<file path="config.mk">
export PLATFORM = sky130hd
export DESIGN_NAME = dma_pipeline
export DESIGN_NICKNAME = d
export VERILOG_FILES = /design/src/logic/dma_pkg.sv /design/src/logic/chunk_head.sv /design/src/logic/chunk_addr_looper.sv /design/src/logic/sram_write_collector.sv /design/src/logic/dma_pipeline.sv
export VERILOG_INCLUDE_DIRS = /design/src /design/src/logic
export SDC_FILE = /design/constraint.sdc
export NUM_CORES = 1
export LEC_CHECK = 0
export BUFFER_PORTS_ARGS = -buffer_cell sky130_fd_sc_hd__buf_4
export CAP_MARGIN = 20
export CORE_ASPECT_RATIO = 2
export CORE_MARGIN = 10
export CORE_UTILIZATION = 30
export CTS_CLUSTER_DIAMETER = 40
export DETAILED_ROUTE_END_ITERATION = 8
export SYNTH_ARGS = -nofsm -noshare
export SYNTH_HDL_FRONTEND = slang
export SYNTH_HIERARCHICAL = 1
export SYNTH_SLANG_ARGS = --single-unit
</file>
<file path="constraint.sdc">
create_clock -name i_clk -period 6.7 [get_ports i_clk]
set_input_delay 0.335 -clock i_clk [delete_from_list [all_inputs] [get_ports i_clk]]
set_output_delay 0.335 -clock i_clk [all_outputs]
set_load 0.01 [all_outputs]
</file>
<file path="src/logic/dma_defs.svh">
`ifndef DMA_DEFS_SVH
`define DMA_DEFS_SVH

// Data path
`define DMA_DATA_BW      16
`define DMA_LINE_WORDS   4
`define DMA_LINE_IDX_BW  2

// DRAM line addressing
`define DMA_GADDR_BW     24

// Signed row offsets, row counts and pitch share this width
`define DMA_ROW_BW       12

// Tile shape
`define DMA_TILE_ROWS    8
`define DMA_TROW_BW      3

`endif

</file>
<file path="src/logic/dma_pkg.sv">
`include "dma_defs.svh"

package dma_pkg;

	typedef logic [`DMA_LINE_WORDS-1:0][`DMA_DATA_BW-1:0] dma_line_t;

	// Level configuration held stable while a tile is in flight
	typedef struct packed {
		logic [`DMA_GADDR_BW-1:0] base_addr;
		logic [`DMA_ROW_BW-1:0]   pitch;
		logic [`DMA_ROW_BW-1:0]   num_rows;
		logic [`DMA_DATA_BW-1:0]  pad_value;
		logic                     xor_en;
	} tile_cfg_t;

	// row_ofs is two's complement
	typedef struct packed {
		logic [`DMA_ROW_BW-1:0] row_ofs;
	} tile_req_t;

	typedef struct packed {
		logic [`DMA_GADDR_BW-1:0] start_addr;
		logic [`DMA_ROW_BW-1:0]   row_ofs;
	} chunk_t;

	typedef struct packed {
		logic [`DMA_GADDR_BW-`DMA_DATA_BW-1:0] rsvd;
		logic [`DMA_DATA_BW-1:0]               pad_value;
	} cmd_pad_t;

	// Fetch rows carry a line address and pad rows carry the fill word
	typedef union packed {
		logic [`DMA_GADDR_BW-1:0] fetch_addr;
		cmd_pad_t                 pad;
	} cmd_payload_u;

	typedef struct packed {
		logic                    is_pad;
		logic [`DMA_TROW_BW-1:0] trow;
		cmd_payload_u            payload;
	} row_cmd_t;

	typedef struct packed {
		logic [`DMA_TROW_BW-1:0] trow;
		dma_line_t               data;
	} sram_wr_t;

endpackage

</file>
<file path="src/logic/chunk_head.sv">
`include "dma_defs.svh"

module chunk_head (
	input  logic               i_clk,
	input  logic               i_rst_n,
	input  dma_pkg::tile_cfg_t i_cfg,
	input  logic               i_req_rdy,
	output logic               o_req_ack,
	input  dma_pkg::tile_req_t i_req,
	output logic               o_chunk_rdy,
	input  logic               i_chunk_ack,
	output dma_pkg::chunk_t    o_chunk
);

//======================================================================
// Offset multiply
//======================================================================
logic                     full;
logic [`DMA_GADDR_BW-1:0] ofs_sext;
logic [`DMA_GADDR_BW-1:0] pitch_ext;
logic [`DMA_GADDR_BW-1:0] ofs_lines;

// Modulo 2^GADDR arithmetic keeps negative offsets correct
assign ofs_sext  = {{(`DMA_GADDR_BW-`DMA_ROW_BW){i_req.row_ofs[`DMA_ROW_BW-1]}}, i_req.row_ofs};
assign pitch_ext = {{(`DMA_GADDR_BW-`DMA_ROW_BW){1'b0}}, i_cfg.pitch};
assign ofs_lines = ofs_sext * pitch_ext;

//======================================================================
// One-entry buffer
//======================================================================
assign o_req_ack   = i_req_rdy && !full;
assign o_chunk_rdy = full;

always_ff @(posedge i_clk) begin
	if (!i_rst_n) begin
		full <= 1'b0;
	end else if (o_req_ack) begin
		full <= 1'b1;
	end else if (i_chunk_ack) begin
		full <= 1'b0;
	end
end

always_ff @(posedge i_clk) begin
	if (o_req_ack) begin
		o_chunk.start_addr <= i_cfg.base_addr + ofs_lines;
		o_chunk.row_ofs    <= i_req.row_ofs;
	end
end

// Chunk held until the looper takes it
a_chunk_hold: assert property (@(posedge i_clk) disable iff (!i_rst_n)
	o_chunk_rdy && !i_chunk_ack |=> o_chunk_rdy && $stable(o_chunk));

endmodule

</file>
<file path="src/logic/chunk_addr_looper.sv">
`include "dma_defs.svh"

module chunk_addr_looper (
	input  logic                     i_clk,
	input  logic                     i_rst_n,
	input  dma_pkg::tile_cfg_t       i_cfg,
	input  logic                     i_chunk_rdy,
	output logic                     o_chunk_ack,
	input  dma_pkg::chunk_t          i_chunk,
	output logic                     o_dramra_rdy,
	input  logic                     i_dramra_ack,
	output logic [`DMA_GADDR_BW-1:0] o_dramra,
	output logic                     o_cmd_rdy,
	input  logic                     i_cmd_ack,
	output dma_pkg::row_cmd_t        o_cmd
);

//======================================================================
// Row walker state
//======================================================================
logic                     busy;
logic [`DMA_TROW_BW-1:0]  trow;
logic [`DMA_ROW_BW-1:0]   row_idx;
logic [`DMA_GADDR_BW-1:0] line_addr;
logic                     cmd_done;
logic                     ra_done;
logic                     in_range;
logic                     cmd_hit;
logic                     ra_hit;
logic                     retire;
logic                     last_row;

// Negative rows have the sign bit set
assign in_range = !row_idx[`DMA_ROW_BW-1] && (row_idx < i_cfg.num_rows);
assign last_row = trow == `DMA_TROW_BW'(`DMA_TILE_ROWS-1);

assign o_chunk_ack = i_chunk_rdy && !busy;

//======================================================================
// Broadcast to DRAM address port and write collector
//======================================================================
assign o_cmd_rdy    = busy && !cmd_done;
assign o_dramra_rdy = busy && in_range && !ra_done;
assign o_dramra     = line_addr;

always_comb begin
	o_cmd.is_pad             = !in_range;
	o_cmd.trow               = trow;
	o_cmd.payload.fetch_addr = line_addr;
	if (!in_range) begin
		o_cmd.payload.pad.rsvd      = '0;
		o_cmd.payload.pad.pad_value = i_cfg.pad_value;
	end
end

// Pad rows have no DRAM branch to wait for
assign cmd_hit = i_cmd_ack || cmd_done;
assign ra_hit  = i_dramra_ack || ra_done || !in_range;
assign retire  = busy && cmd_hit && ra_hit;

always_ff @(posedge i_clk) begin
	if (!i_rst_n) begin
		busy     <= 1'b0;
		trow     <= '0;
		cmd_done <= 1'b0;
		ra_done  <= 1'b0;
	end else if (o_chunk_ack) begin
		busy     <= 1'b1;
		trow     <= '0;
		cmd_done <= 1'b0;
		ra_done  <= 1'b0;
	end else if (retire) begin
		busy     <= !last_row;
		trow     <= trow + 1'b1;
		cmd_done <= 1'b0;
		ra_done  <= 1'b0;
	end else begin
		cmd_done <= cmd_done || i_cmd_ack;
		ra_done  <= ra_done || i_dramra_ack;
	end
end

// Running row index and line address
always_ff @(posedge i_clk) begin
	if (o_chunk_ack) begin
		row_idx   <= i_chunk.row_ofs;
		line_addr <= i_chunk.start_addr;
	end else if (retire) begin
		row_idx   <= row_idx + 1'b1;
		line_addr <= line_addr + {{(`DMA_GADDR_BW-`DMA_ROW_BW){1'b0}}, i_cfg.pitch};
	end
end

// A pending DRAM request stays on its fetch row until it is acked
a_ra_fetch_hold: assert property (@(posedge i_clk) disable iff (!i_rst_n)
	o_dramra_rdy && !i_dramra_ack |=> o_dramra_rdy && !o_cmd.is_pad && $stable(o_dramra));

endmodule

</file>
<file path="src/logic/sram_write_collector.sv">
`include "dma_defs.svh"

module sram_write_collector (
	input  logic               i_clk,
	input  logic               i_rst_n,
	input  dma_pkg::tile_cfg_t i_cfg,
	input  logic               i_cmd_rdy,
	output logic               o_cmd_ack,
	input  dma_pkg::row_cmd_t  i_cmd,
	input  logic               i_dramrd_rdy,
	output logic               o_dramrd_ack,
	input  dma_pkg::dma_line_t i_dramrd,
	output logic               o_sram_we,
	output dma_pkg::sram_wr_t  o_sram_wr
);

//======================================================================
// Pair commands with DRAM data
//======================================================================
dma_pkg::dma_line_t         src_line;
dma_pkg::dma_line_t         swz_line;
logic [`DMA_LINE_IDX_BW-1:0] swz_sel;

// Pads go at once and fetches wait for their line
assign o_cmd_ack    = i_cmd_rdy && (i_cmd.is_pad || i_dramrd_rdy);
assign o_dramrd_ack = i_cmd_rdy && !i_cmd.is_pad && i_dramrd_rdy;

always_comb begin
	if (i_cmd.is_pad) begin
		src_line = {`DMA_LINE_WORDS{i_cmd.payload.pad.pad_value}};
	end else begin
		src_line = i_dramrd;
	end
end

//======================================================================
// Write butterfly
//======================================================================
// Word j lands in bank j ^ (trow mod LINE_WORDS)
assign swz_sel = i_cfg.xor_en ? i_cmd.trow[`DMA_LINE_IDX_BW-1:0] : '0;

always_comb begin
	swz_line = src_line;
	for (int j = 0; j < `DMA_LINE_WORDS; j++) begin
		swz_line[`DMA_LINE_IDX_BW'(j) ^ swz_sel] = src_line[j];
	end
end

//======================================================================
// Registered SRAM write
//======================================================================
always_ff @(posedge i_clk) begin
	if (!i_rst_n) begin
		o_sram_we <= 1'b0;
	end else begin
		o_sram_we <= o_cmd_ack;
	end
end

always_ff @(posedge i_clk) begin
	if (o_cmd_ack) begin
		o_sram_wr.trow <= i_cmd.trow;
		o_sram_wr.data <= swz_line;
	end
end

// A fetch command waits unchanged until its DRAM line arrives
a_fetch_wait: assert property (@(posedge i_clk) disable iff (!i_rst_n)
	i_cmd_rdy && !i_cmd.is_pad && !o_cmd_ack |=> i_cmd_rdy && $stable(i_cmd));

endmodule

</file>
<file path="src/logic/dma_pipeline.sv">
`include "dma_defs.svh"

module dma_pipeline (
	input  logic                     i_clk,
	input  logic                     i_rst_n,
	input  dma_pkg::tile_cfg_t       i_cfg,
	// Tile request
	input  logic                     i_req_rdy,
	output logic                     o_req_ack,
	input  dma_pkg::tile_req_t       i_req,
	// DRAM read address
	output logic                     o_dramra_rdy,
	input  logic                     i_dramra_ack,
	output logic [`DMA_GADDR_BW-1:0] o_dramra,
	// DRAM read data
	input  logic                     i_dramrd_rdy,
	output logic                     o_dramrd_ack,
	input  dma_pkg::dma_line_t       i_dramrd,
	// SRAM write
	output logic                     o_sram_we,
	output dma_pkg::sram_wr_t        o_sram_wr
);

logic              chunk_rdy;
logic              chunk_ack;
dma_pkg::chunk_t   chunk;
logic              cmd_rdy;
logic              cmd_ack;
dma_pkg::row_cmd_t cmd;

chunk_head u_chunk_head (
	.i_clk       (i_clk),
	.i_rst_n     (i_rst_n),
	.i_cfg       (i_cfg),
	.i_req_rdy   (i_req_rdy),
	.o_req_ack   (o_req_ack),
	.i_req       (i_req),
	.o_chunk_rdy (chunk_rdy),
	.i_chunk_ack (chunk_ack),
	.o_chunk     (chunk)
);

chunk_addr_looper u_looper (
	.i_clk        (i_clk),
	.i_rst_n      (i_rst_n),
	.i_cfg        (i_cfg),
	.i_chunk_rdy  (chunk_rdy),
	.o_chunk_ack  (chunk_ack),
	.i_chunk      (chunk),
	.o_dramra_rdy (o_dramra_rdy),
	.i_dramra_ack (i_dramra_ack),
	.o_dramra     (o_dramra),
	.o_cmd_rdy    (cmd_rdy),
	.i_cmd_ack    (cmd_ack),
	.o_cmd        (cmd)
);

sram_write_collector u_swc (
	.i_clk        (i_clk),
	.i_rst_n      (i_rst_n),
	.i_cfg        (i_cfg),
	.i_cmd_rdy    (cmd_rdy),
	.o_cmd_ack    (cmd_ack),
	.i_cmd        (cmd),
	.i_dramrd_rdy (i_dramrd_rdy),
	.o_dramrd_ack (o_dramrd_ack),
	.i_dramrd     (i_dramrd),
	.o_sram_we    (o_sram_we),
	.o_sram_wr    (o_sram_wr)
);

endmodule

</file>
# Word-level counts from Yosys, hierarchy flattened
# Cells that the tools add are included.
# word_totals
register_bits	147
out_inout_bits	95
elab_cells	86
in_bits	146
# classes
order_cmp	9
reduce_logical	30
eq_ne	1
n_bitwise	4
n_mux	22
n_addsub	4
mul	1
# op_table
operator	n
$bwmux 64	4
$demux 16 s2	4
$mux 16	4
$mux 64	1
$mux 24	2
$add 24x12->24	1
$add 24x24->24	1
$mul 12x13->24	1
$mux 12	2
$logic_and 1x1->1	15
$add 12x1->12 const B	1
$lt 12x12->1	1
$lt 2x3->1 const B	4
$ge 2x1->1 const B	4
$logic_not 1->1	7
$logic_or 1x1->1	4
$mux 1	4
$reduce_bool 2->1	2
$add 3x1->3 const B	1
$eq 3x3->1 const B	1
$not 1->1	3
$reduce_or 3->1	1
$mux 2	1
$not 2->2	1
$reduce_or 2->1	1

# Depth between registers and ports, before layout
# Gate-level depths: netlist (run 1).
# logic_depth
depth_word	10
ltp_mapped	21
mapped_depth_nobuf	20

# Cells and area by module
# The synthesis (run 1) kept the hierarchy.
# by_module_without_submodules
mod	n_inst	seq_area_each_um2	cells_per_inst	area_each_um2
chunk_head	1	1101.1	649	6600.1
sram_write_collector	1	2031.9	544	4877.2
chunk_addr_looper	1	1201.2	346	3176.8

# Worst setup path after synthesis (run 1)
# Ideal clock, no wire load.
# synth_timing
path_kind	reg2reg
startpoint	reg u_looper.row_idx[5]
endpoint	reg u_looper.line_addr[0] (netlist: u_looper/o_dramra[0]) (enable)
slack_ns	1.083
setup_time_ns	0.394
n_path_buf	4
period_less_slack_ns	5.617
t_arrival_ns	5.224
required_time_ns	6.306
path_stages_with_launch	17
path_cell_list	edfxtp_1 > ha_1 > a211oi_1 > o21ai_0 > o211ai_1 > a21oi_1 > nor3_4 > clkbuf_1 > inv_1 > buf_4 > buf_4 > buf_2 > o21a_1 > nor2_1 > nor2b_1 > o21ai_1 > nand2_1
# synth_lines
item	line	source
from (decl)	chunk_addr_looper.sv:23	logic [`DMA_ROW_BW-1:0] row_idx;
from (signal assigned)	chunk_addr_looper.sv:86	row_idx <= i_chunk.row_ofs;
from (signal assigned)	chunk_addr_looper.sv:89	row_idx <= row_idx + 1'b1;
to (signal assigned)	chunk_addr_looper.sv:87	line_addr <= i_chunk.start_addr;
to (signal assigned)	chunk_addr_looper.sv:90	line_addr <= line_addr + {{(`DMA_GADDR_BW-`DMA_ROW_BW){1'b0}}, i_cfg.pitch};
to (decl)	chunk_addr_looper.sv:24	logic [`DMA_GADDR_BW-1:0] line_addr;

# Worst setup path after layout (run 1)
# layout_timing
startpoint	in i_req[2] in the netlist's numbering
endpoint	reg u_chunk_head/o_chunk[34] in the netlist's numbering, data pin
# layout_between
elab_chain_cells	2
# layout_rtl
item	line	source
from (decl)	dma_pipeline.sv:10	input dma_pkg::tile_req_t i_req,
$mul 12x13->24	chunk_head.sv:26	assign ofs_lines = ofs_sext * pitch_ext;
$add 24x24->24	chunk_head.sv:46	o_chunk.start_addr <= i_cfg.base_addr + ofs_lines;
to (decl)	chunk_head.sv:12	output dma_pkg::chunk_t o_chunk
# Every way passes these cells.
# A chain may end at the register's enable or synchronous reset.

==> results of run 1 <==
## registers in the layout (all words and copies together), names as in the netlist
name                      flops
u_chunk_head/o_chunk         36
u_looper/o_dramra            24
u_chunk_head/o_chunk_rdy      1
u_swc/o_sram_we               1
u_looper/cmd_done             1
u_looper/row_idx             12
u_looper/busy                 1
u_looper/ra_done              1
u_looper/trow                 3
u_swc/o_sram_wr              67
## path summary, 6_finish.rpt
kind                       startpoint                       end  slack (ns)  cells past startpoint
setup / recovery             i_req[2]  u_chunk_head/o_chunk[34]        1.54                     21
hold / removal              i_req_rdy  u_chunk_head/o_chunk_rdy        0.15                      2
setup reg to reg  u_looper/row_idx[9]       u_swc/o_sram_wr[63]        2.70                     12
hold reg to reg      u_looper/trow[2]       u_swc/o_sram_wr[66]        0.48                      0
## routing by layer
metal | track usage (%) | vias up | wire (microns)
met5 | 0 | - | 8
met4 | 7.715 | 2 | 1995
met3 | 2.959 | 111 | 2661
met2 | 33.30 | 507 | 28690
met1 | 16.73 | 5992 | 17690
li1 | - | 5665 | -
## metrics by stage
stage,utilization (%),cells
after detailed placement,35.20,2341
after floorplan,-,1531
after CTS,36.40,2373
after global routing,36.40,2373
after global placement,35.20,2341
final,36.40,2373
## power breakdown
| part | switching, mW | internal (mW) |
|---|---|---|
| Combinational | 2.31 | 1.72 |
| Clock | 0.470 | 0.501 |
| Sequential | 0.0906 | 1.38 |
| Total | 2.87 | 3.60 |
## area by class of cell
class                   instances  area share, %
well taps                     638          4.549
flip-flops and latches        147          24.71
repair buffers                258          11.04
multi-input cells            1091          51.97
clock inverters                15         0.8770
inverters                     207          4.435
clock buffers                  17          2.424
==> results.md, run 1 <==
* CTS max path bufs at 2
* Core Region at 48210 sq um
* Final Hold Vio Count at 0
* Area after DPL at 16970 sq um
* Root buffer cell: clkbuf_16
* Setup TNS Final at 0 ns
* Total CTS buffers at 17
* Initial Util at 30.29%
* Crit start category: primary input
* Final setup margin at 1.538 ns
* Pin count of the biggest net entering global routing at 69
* RSZ-0062 raised after global routing: no
* P&R area growth vs syn at 20.16%
* Worst-skew pair later-pin latency at 0.45 ns
* Nets at 2098
* Die area at 58440 sq um
* Crit path kind: primary input to flop
* Maximum VDD drop at 0.2639 mV
* Setup Skew at 0.01593 ns
* Critical-path top delay cell: fa_1
* Total of max-cap violations at 0
* Total clock sinks at 147
* Commonest non-fill, non-tap cell in the layout: buf_4
* DR pass1 iterations at 6
* Gpl congestion at 0.8892
* Leak Pwr at 7.741 nW
* Fin crit period at 5.162 ns
* CP peak stage delay at 0.54 ns
* Antenna diodes at 0
* Register area at 4335 sq um
* Setup violations, final at 0
* Rel. slew slack at 32.99%
* CP Max Fanout at 13
* Critical path's top delay family: adder cells
* Row count at 114
* Quantity of hold-fixing buffers added after cts at 0
* Min Hold Slack at 0.1510 ns
* DRT iter0 DRCs at 1160
* Worst hold path class: primary input to flop
* GRT Overall Usage at 17.04%
* Most frequent cells in the layout: buf_4 (258), inv_1 (205), nand2_1 (162), edfxtp_1 (139), fa_1 (123)
* Die width at 176.0 microns
* CP dominant cell by count: inv_1
* CTS clk-pin slew, worst paths at 0.07 ns
* CTS resizes at 0
* Max Freq at 193.7 MHz
* Crit end category: flop
* Fin area at 17550 sq um
* Pwr Total at 6.468 mW
* Total grt overflow at 0
* Worst endpoint required time at 6.88 ns
* Setup Fix Bufs, Post-CTS at 0
* Multi-input gate area at 9120 sq um
* Routed wire length at 51.04 mm
* DIE HEIGHT at 332.0 microns
* CTS tree: built
* PwrDens at 368.6 nW/um^2
* Cells after Synth at 1531
* Outcome: finished clean
* Worst-path cell chain: buf_4 -> and2_1 -> fa_1 -> inv_1 -> fa_1 -> inv_1 -> ha_1 -> ha_1 -> inv_1 -> fa_1 -> inv_1 -> ha_1 -> ha_1 -> inv_1 -> fa_1 -> and2b_1 -> o2111ai_1 -> a21oi_1 -> o211ai_1 -> o311ai_1 -> xor2_1
* Place WS at 1.065 ns
* Share of layout cells above drive strength 1 at 18.96%
* DRC Markers at 0
* Vias per cell at 5.174
* Post-DRT Antenna Nets at 0
* Crit path arrival time at 5.34 ns
* Vias in the first global route at 12.76k
* Htree depth at 4
* Synthesized cell area at 14600 sq um
* I/O Pins at 241
* WL/cell at 21.51 microns
* Fillers at 4908
* Synth Warn # at 6
* Final Cycle Share at 77.04%
* PortBufs at 240
* Post-Syn Nets at 1907
* CP bufs+invs at 6
* Mean Syn Cell Area at 9.539 sq um
* First-pass GRT wire length at 76.20 mm
* Pins Over Slew Limit at 0
* DP HPWL at 41.59 mm
* Via count at 12.28k
* Slew @ Worst Pin at 1.003 ns
* Initial antenna violation count at 1
No activity file was read; power rests on OpenSTA's default activity.
==> run 2: changes to the inputs <==
ABC_AREA = 1   (was not set)
clock period = 4.3 ns   (was 6.7 ns; I/O delays follow)
==> run 2 against run 1 <==
  * The run now ends with negative setup slack left
  * Count of clock-buffer cells in the layout unchanged
  * Register-to-register slack got worse by 1.6 ns
  * Via count increased by 19%
  * Cell count increased by 28%
  * Area after synthesis increased by 6.3%
  * Setup slack got worse by 1.6 ns
  * Core utilization increased by 2.3 points
  * Clock skew decreased by 0.0054 ns
  * Critical endpoint is now u_chunk_head/o_chunk[33]
  * Largest cell class unchanged
  * Largest power group unchanged
==> results.md, run 2 <==
* Outcome: complete, but fails checks
* Violated checks: negative setup slack
* WL/cell at 18.17 microns
* GRT Overall Usage at 17.37%
* Register area at 4334 sq um
* NetSw at 6.730 mW
* Most frequent cells in the layout: nand2_1 (793), buf_4 (333), inv_1 (316), edfxtp_1 (139), fa_1 (111)
* Share of layout cells above drive strength 1 at 22.98%
* Setup Skew at 0.01048 ns
* Total CTS buffers at 17
* Initial Util at 30.37%
* Final Util at 38.72%
* Cells after Synth at 2078
* CP peak stage delay at 0.57 ns
* Htree depth at 4
* Initial antenna violation count at 2
* Commonest non-fill, non-tap cell in the layout: nand2_1
* DIE HEIGHT at 341.6 microns
* Total clock sinks at 147
* Worst hold path cell count at 3
* Routed wire length at 55.23 mm
* CP Max Fanout at 6
* Die area at 61770 sq um
* DRT iter0 DRCs at 1105
* Worst endpoint required time at 4.51 ns
* Clock power frac at 9.7%
* Power share of the combinational group at 74.7%
* Sw Share at 45.88%
* Fin area at 19780 sq um
* Maximum VDD drop at 0.8068 mV
* Post-DRT Antenna Nets at 0
* Row count at 117
* Hold path startpoint: i_dramra_ack
* Rel. slew slack at 30.69%
* DRC Markers at 0
* First-pass GRT wire length at 84.16 mm
* Final setup margin at -0.1015 ns
* CTS clk-pin slew, worst paths at 0.07 ns
* Root buffer cell: clkbuf_16
* PwrDens at 741.4 nW/um^2
* RSZ-0062 raised after global routing: yes
* RR Startpoint: u_looper/row_idx[11]
* Register share of total power at 15.6%
* Leak Pwr at 10.16 nW
* Die width at 180.8 microns
* I/O Pins at 241
* Slew @ Worst Pin at 1.036 ns
* Synthesized cell area at 15520 sq um
* Post-Syn Nets at 2454
* Setup violations, final at 10
* Crit path arrival time at 4.61 ns
* Crit end category: flop
* Vias in the first global route at 15.19k
* Setup TNS Final at -0.5985 ns
* Pin count of the biggest net entering global routing at 65
* CTS max path bufs at 2
* Max reg flops at 67
* Fillers at 5207
* RR Endpoint: u_swc/o_sram_wr[61]
* Nets at 2749
* PortBufs at 240
* Total of max-cap violations at 0
* Core Region at 51090 sq um
* Final Cycle Share at 102.4%
* Pins Over Slew Limit at 0
* Area after DPL at 18710 sq um
* Worst-skew pair later-pin latency at 0.45 ns
* Critical-path top delay cell: fa_1
* Min-Delay Endpoint: u_looper/ra_done
* DP HPWL at 45.88 mm
* Fin cells at 3040
* Crit path kind: primary input to flop
* Post-Place Cells at 2998
* Crit start category: primary input
* Synth Warn # at 6
* Power Internal at 7.939 mW
* Fin crit period at 4.401 ns
* Most flop-heavy register: u_swc/o_sram_wr
* Gpl congestion at 0.9380
* Worst-path cell chain: buf_4 -> nand2_1 -> inv_2 -> fa_1 -> inv_1 -> fa_1 -> inv_1 -> fa_2 -> fa_1 -> fa_1 -> fa_2 -> ha_4 -> nand2_4 -> nor2_2 -> nand3_1 -> nand3_2 -> nand2_2 -> nand3_1 -> nand2_1
* Max Freq at 227.2 MHz
* Multi-input gate area at 9996 sq um
* Via count at 14.67k
* R2r worst-path depth at 16
* DR pass1 iterations at 6
* Setup slack, reg-to-reg at 1.10 ns
* Final Hold Vio Count at 0
* CTS tree: built
* Total grt overflow at 0
* Mean Syn Cell Area at 7.467 sq um
* CP dominant cell by count: fa_1
* Worst hold path class: primary input to flop
* P&R area growth vs syn at 27.50%
* Vias per cell at 4.826
## run 2: final cells by class
type                    count  share of cell area, %
multi-input cells        1513                  50.52
flip-flops and latches    147                  21.91
repair buffers            356                  14.24
inverters                 338                  6.444
well taps                 654                  4.136
clock buffers              17                  2.150
clock inverters            14                 0.5882
diodes                      1                0.01265
## run 2: worst max path at each step
stage          slack (ns)      start                  endpoint  depth (start not counted)
6_report            -0.10   i_req[0]  u_chunk_head/o_chunk[33]                         19
5_1_grt             -0.23   i_req[0]  u_chunk_head/o_chunk[33]                         19
4_1_cts             -0.08  i_req[11]  u_chunk_head/o_chunk[34]                         18
3_5_place_dp        -0.67  i_cfg[33]  u_chunk_head/o_chunk[34]                         20
3_3_place_gp        -0.68  i_req[11]  u_chunk_head/o_chunk[30]                         20
2_1_floorplan       -0.31   i_req[8]  u_chunk_head/o_chunk[30]                         21
## run 2: power groups by stage
| stage | Combinational (mW) | Clock, mW | Sequential (mW) |
|---|---|---|---|
| after global placement | 9.60 | 0 | 2.31 |
| after floorplan | 6.17 | 0 | 2.29 |
| final | 11.0 | 1.42 | 2.28 |
| after CTS | 10.3 | 1.46 | 2.29 |
| after global routing | 12.0 | 1.50 | 2.31 |
| after detailed placement | 9.66 | 0 | 2.31 |
## run 2: metrics by stage
step	hold WS (ns)	power, mW	setup slack [ns]
final	0.07112	14.67	-0.1015
after global routing	0.05534	15.85	-0.2308
after CTS	0.04518	14.01	-0.07800
after detailed placement	0.4579	11.98	-0.6693
after global placement	0.4541	11.91	-0.6827
after floorplan	0.3139	8.462	-0.3138
## run 2: what timing repair did
item,CTS,global route
hold buffers,2,0
setup endpoints to repair,14,14
buffers inserted,3,3
hold endpoints to repair,3,0
gates resized for setup,45,65
pin swaps,42,43
## run 2: worst max-delay path, delay by kind of cell
family / cells / cell delay, ns
adders and majority gates: 7 / 3.37
and+or+nand+nor: 8 / 0.75
buffers and inverters: 4 / 0.28
## run 2: layer usage
| layer | wire length, microns | GRT usage (%) | vias to the layer above |
|---|---|---|---|
| met5 | 13 | 0 | - |
| li1 | - | - | 7022 |
| met3 | 2974 | 2.939 | 116 |
| met4 | 2309 | 8.283 | 2 |
| met1 | 19260 | 16.78 | 6943 |
| met2 | 30670 | 34.37 | 588 |
==> run 3: changes to the inputs <==
CTS_CLUSTER_DIAMETER = 120   (was 40)
SETUP_SLACK_MARGIN = 0.5   (was not set)
==> run 3 against run 2 <==
  * The run still ends with negative setup slack left
  * Worst hold slack better by 0.022 ns
  * Clock skew is 0.00084 ns higher
  * Via count is 0.43% higher
  * Clock power is 8% higher
  * Flip-flop and latch count stayed put
  * Combinational power is 5% lower
  * Largest cell class unchanged
  * Largest power group unchanged
  * Highest routed layer unchanged
==> results.md, run 3 (synthesis gave the netlist of run 2 again) <==
* Outcome: complete, but fails checks
* Violated checks: negative setup slack
* Die width at 180.8 microns
* DP HPWL at 45.41 mm
* Htree depth at 4
* CTS max path bufs at 2
* DIE HEIGHT at 341.6 microns
* Most frequent cells in the layout: nand2_1 (784), buf_4 (305), inv_1 (305), edfxtp_1 (139), fa_1 (114)
* Vias in the first global route at 15.04k
* Max reg flops at 67
* Final Hold Vio Count at 0
* Crit path kind: primary input to flop
* Multi-input gate area at 10150 sq um
* RR Startpoint: u_looper/row_idx[7]
* Worst-skew pair later-pin latency at 0.45 ns
* Nets at 2730
* Most flop-heavy register: u_swc/o_sram_wr
* Crit end category: flop
* Gpl congestion at 0.9334
* Place WS at -0.6731 ns
* Pwr Total at 14.31 mW
* DRC Markers at 0
* P&R area growth vs syn at 28.33%
* Crit path arrival time at 4.62 ns
* WL/cell at 18.42 microns
* I/O Pins at 241
* Root buffer cell: clkbuf_16
* Hold path startpoint: i_req[7]
* Routed wire length at 55.68 mm
* Total clock sinks at 147
* Pin count of the biggest net entering global routing at 69
* Maximum VDD drop at 0.6078 mV
* Initial antenna violation count at 3
* Leak Pwr at 10.14 nW
* Post-DRT Antenna Nets at 0
* Crit start category: primary input
* Crit. Startpoint: i_req[11]
* First-pass GRT wire length at 84.01 mm
* Total of max-cap violations at 0
* Initial Util at 30.37%
* Slew @ Worst Pin at 1.069 ns
* Setup violations, final at 12
* Fin cells at 3022
* Vias per cell at 4.876
* Core Region at 51090 sq um
* Die area at 61770 sq um
* GRT Overall Usage at 17.39%
* Worst endpoint required time at 4.51 ns
* PortBufs at 240
* Final Cycle Share at 102.5%
* DRT iter0 DRCs at 995
* Total grt overflow at 0
* CTS tree: built
* Rel. slew slack at 28.45%
* Final setup margin at -0.1089 ns
* Via count at 14.73k
* PwrDens at 718.6 nW/um^2
* Setup Skew at 0.01132 ns
* Fin crit period at 4.409 ns
* Fillers at 5185
* Row count at 117
* RSZ-0062 raised after global routing: yes
* Worst hold path class: primary input to flop
* Share of layout cells above drive strength 1 at 23.32%
* Pins Over Slew Limit at 0
* Register area at 4334 sq um
* CP Max Fanout at 4
* Post-Place Cells at 2973
* Commonest non-fill, non-tap cell in the layout: nand2_1
* Max Freq at 226.8 MHz
* Area after DPL at 18660 sq um
* Total CTS buffers at 17
* DR pass1 iterations at 5
* Fin area at 19910 sq um
* CTS clk-pin slew, worst paths at 0.07 ns
-- run 3: cell count changes in the layout (fill, tap and decap cells not counted), moves of 5 or more --
| cell | delta |
|---|---|
| buf_4 | -28 |
| buf_6 | +5 |
| inv_1 | -11 |
| inv_2 | +12 |
| nand2_1 | -9 |
| nand2_4 | +8 |
-- run 3: what timing repair did --
action,in CTS,in global routing
gates resized for setup,69,59
pin swaps,44,31
setup buffers,8,3
cloned,1,0
endpoints found under the setup margin,19,18
hold buffers,3,0
endpoints found under the hold margin,4,0
-- run 3: path summary, 6_finish.rpt --
check	endpoint	slack, ns	cells after the start
worst max register to register	u_swc/o_sram_wr[32]	0.86	17
worst min register to register	u_swc/o_sram_wr[66]	0.48	0
worst min-delay path	u_chunk_head/o_chunk[7]	0.09	2
worst max-delay path	u_chunk_head/o_chunk[33]	-0.11	19
-- run 3: stage by stage --
step / TNS, ns / hold WS (ns) / util (%)
floorplan: -3.009 / 0.3139 / -
global placement: -8.392 / 0.4615 / 36.52
detailed placement: -8.857 / 0.4650 / 36.52
CTS: -0.06290 / 0.06301 / 38.51
global route: -1.575 / 0.07912 / 38.98
finish: -0.7435 / 0.09311 / 38.98
-- run 3: final cells by class --
type,instances,area share [%]
multi-input combinational,1513,50.99
antenna,1,0.01257
clock inverter,14,0.7665
inverter,338,6.390
tap,654,4.109
clock buffer,18,2.155
sequential,147,21.76
timing repair buffer,337,13.81
-- run 3: metal layers --
layer	routed length (microns)	track usage [%]	vias up
li1	-	-	6990
met1	19400	16.75	7010
met2	30730	34.28	605
met3	3284	3.436	125
met4	2237	7.923	4
met5	24	0	-
-- run 3: where the power goes --
part           switching (mW)  internal, mW  leakage (nW)
combinational            5.94          4.56          8.49
sequential              0.142          2.14          1.37
clock                   0.674         0.862         0.281
total                    6.75          7.56          10.1
-- run 3: critical path: stages --
cell,delay [ns]
buf_8,0.08
clkinvlp_4,0.13
or2_4,0.26
fa_1,0.46
fa_1,0.51
inv_2,0.04
fa_1,0.51
fa_1,0.43
fa_1,0.54
fa_2,0.48
ha_4,0.29
nand2_4,0.12
inv_2,0.04
a21oi_2,0.15
nand3_2,0.12
nand2_1,0.10
nand2_1,0.05
nand2_1,0.06
nand2_1,0.04
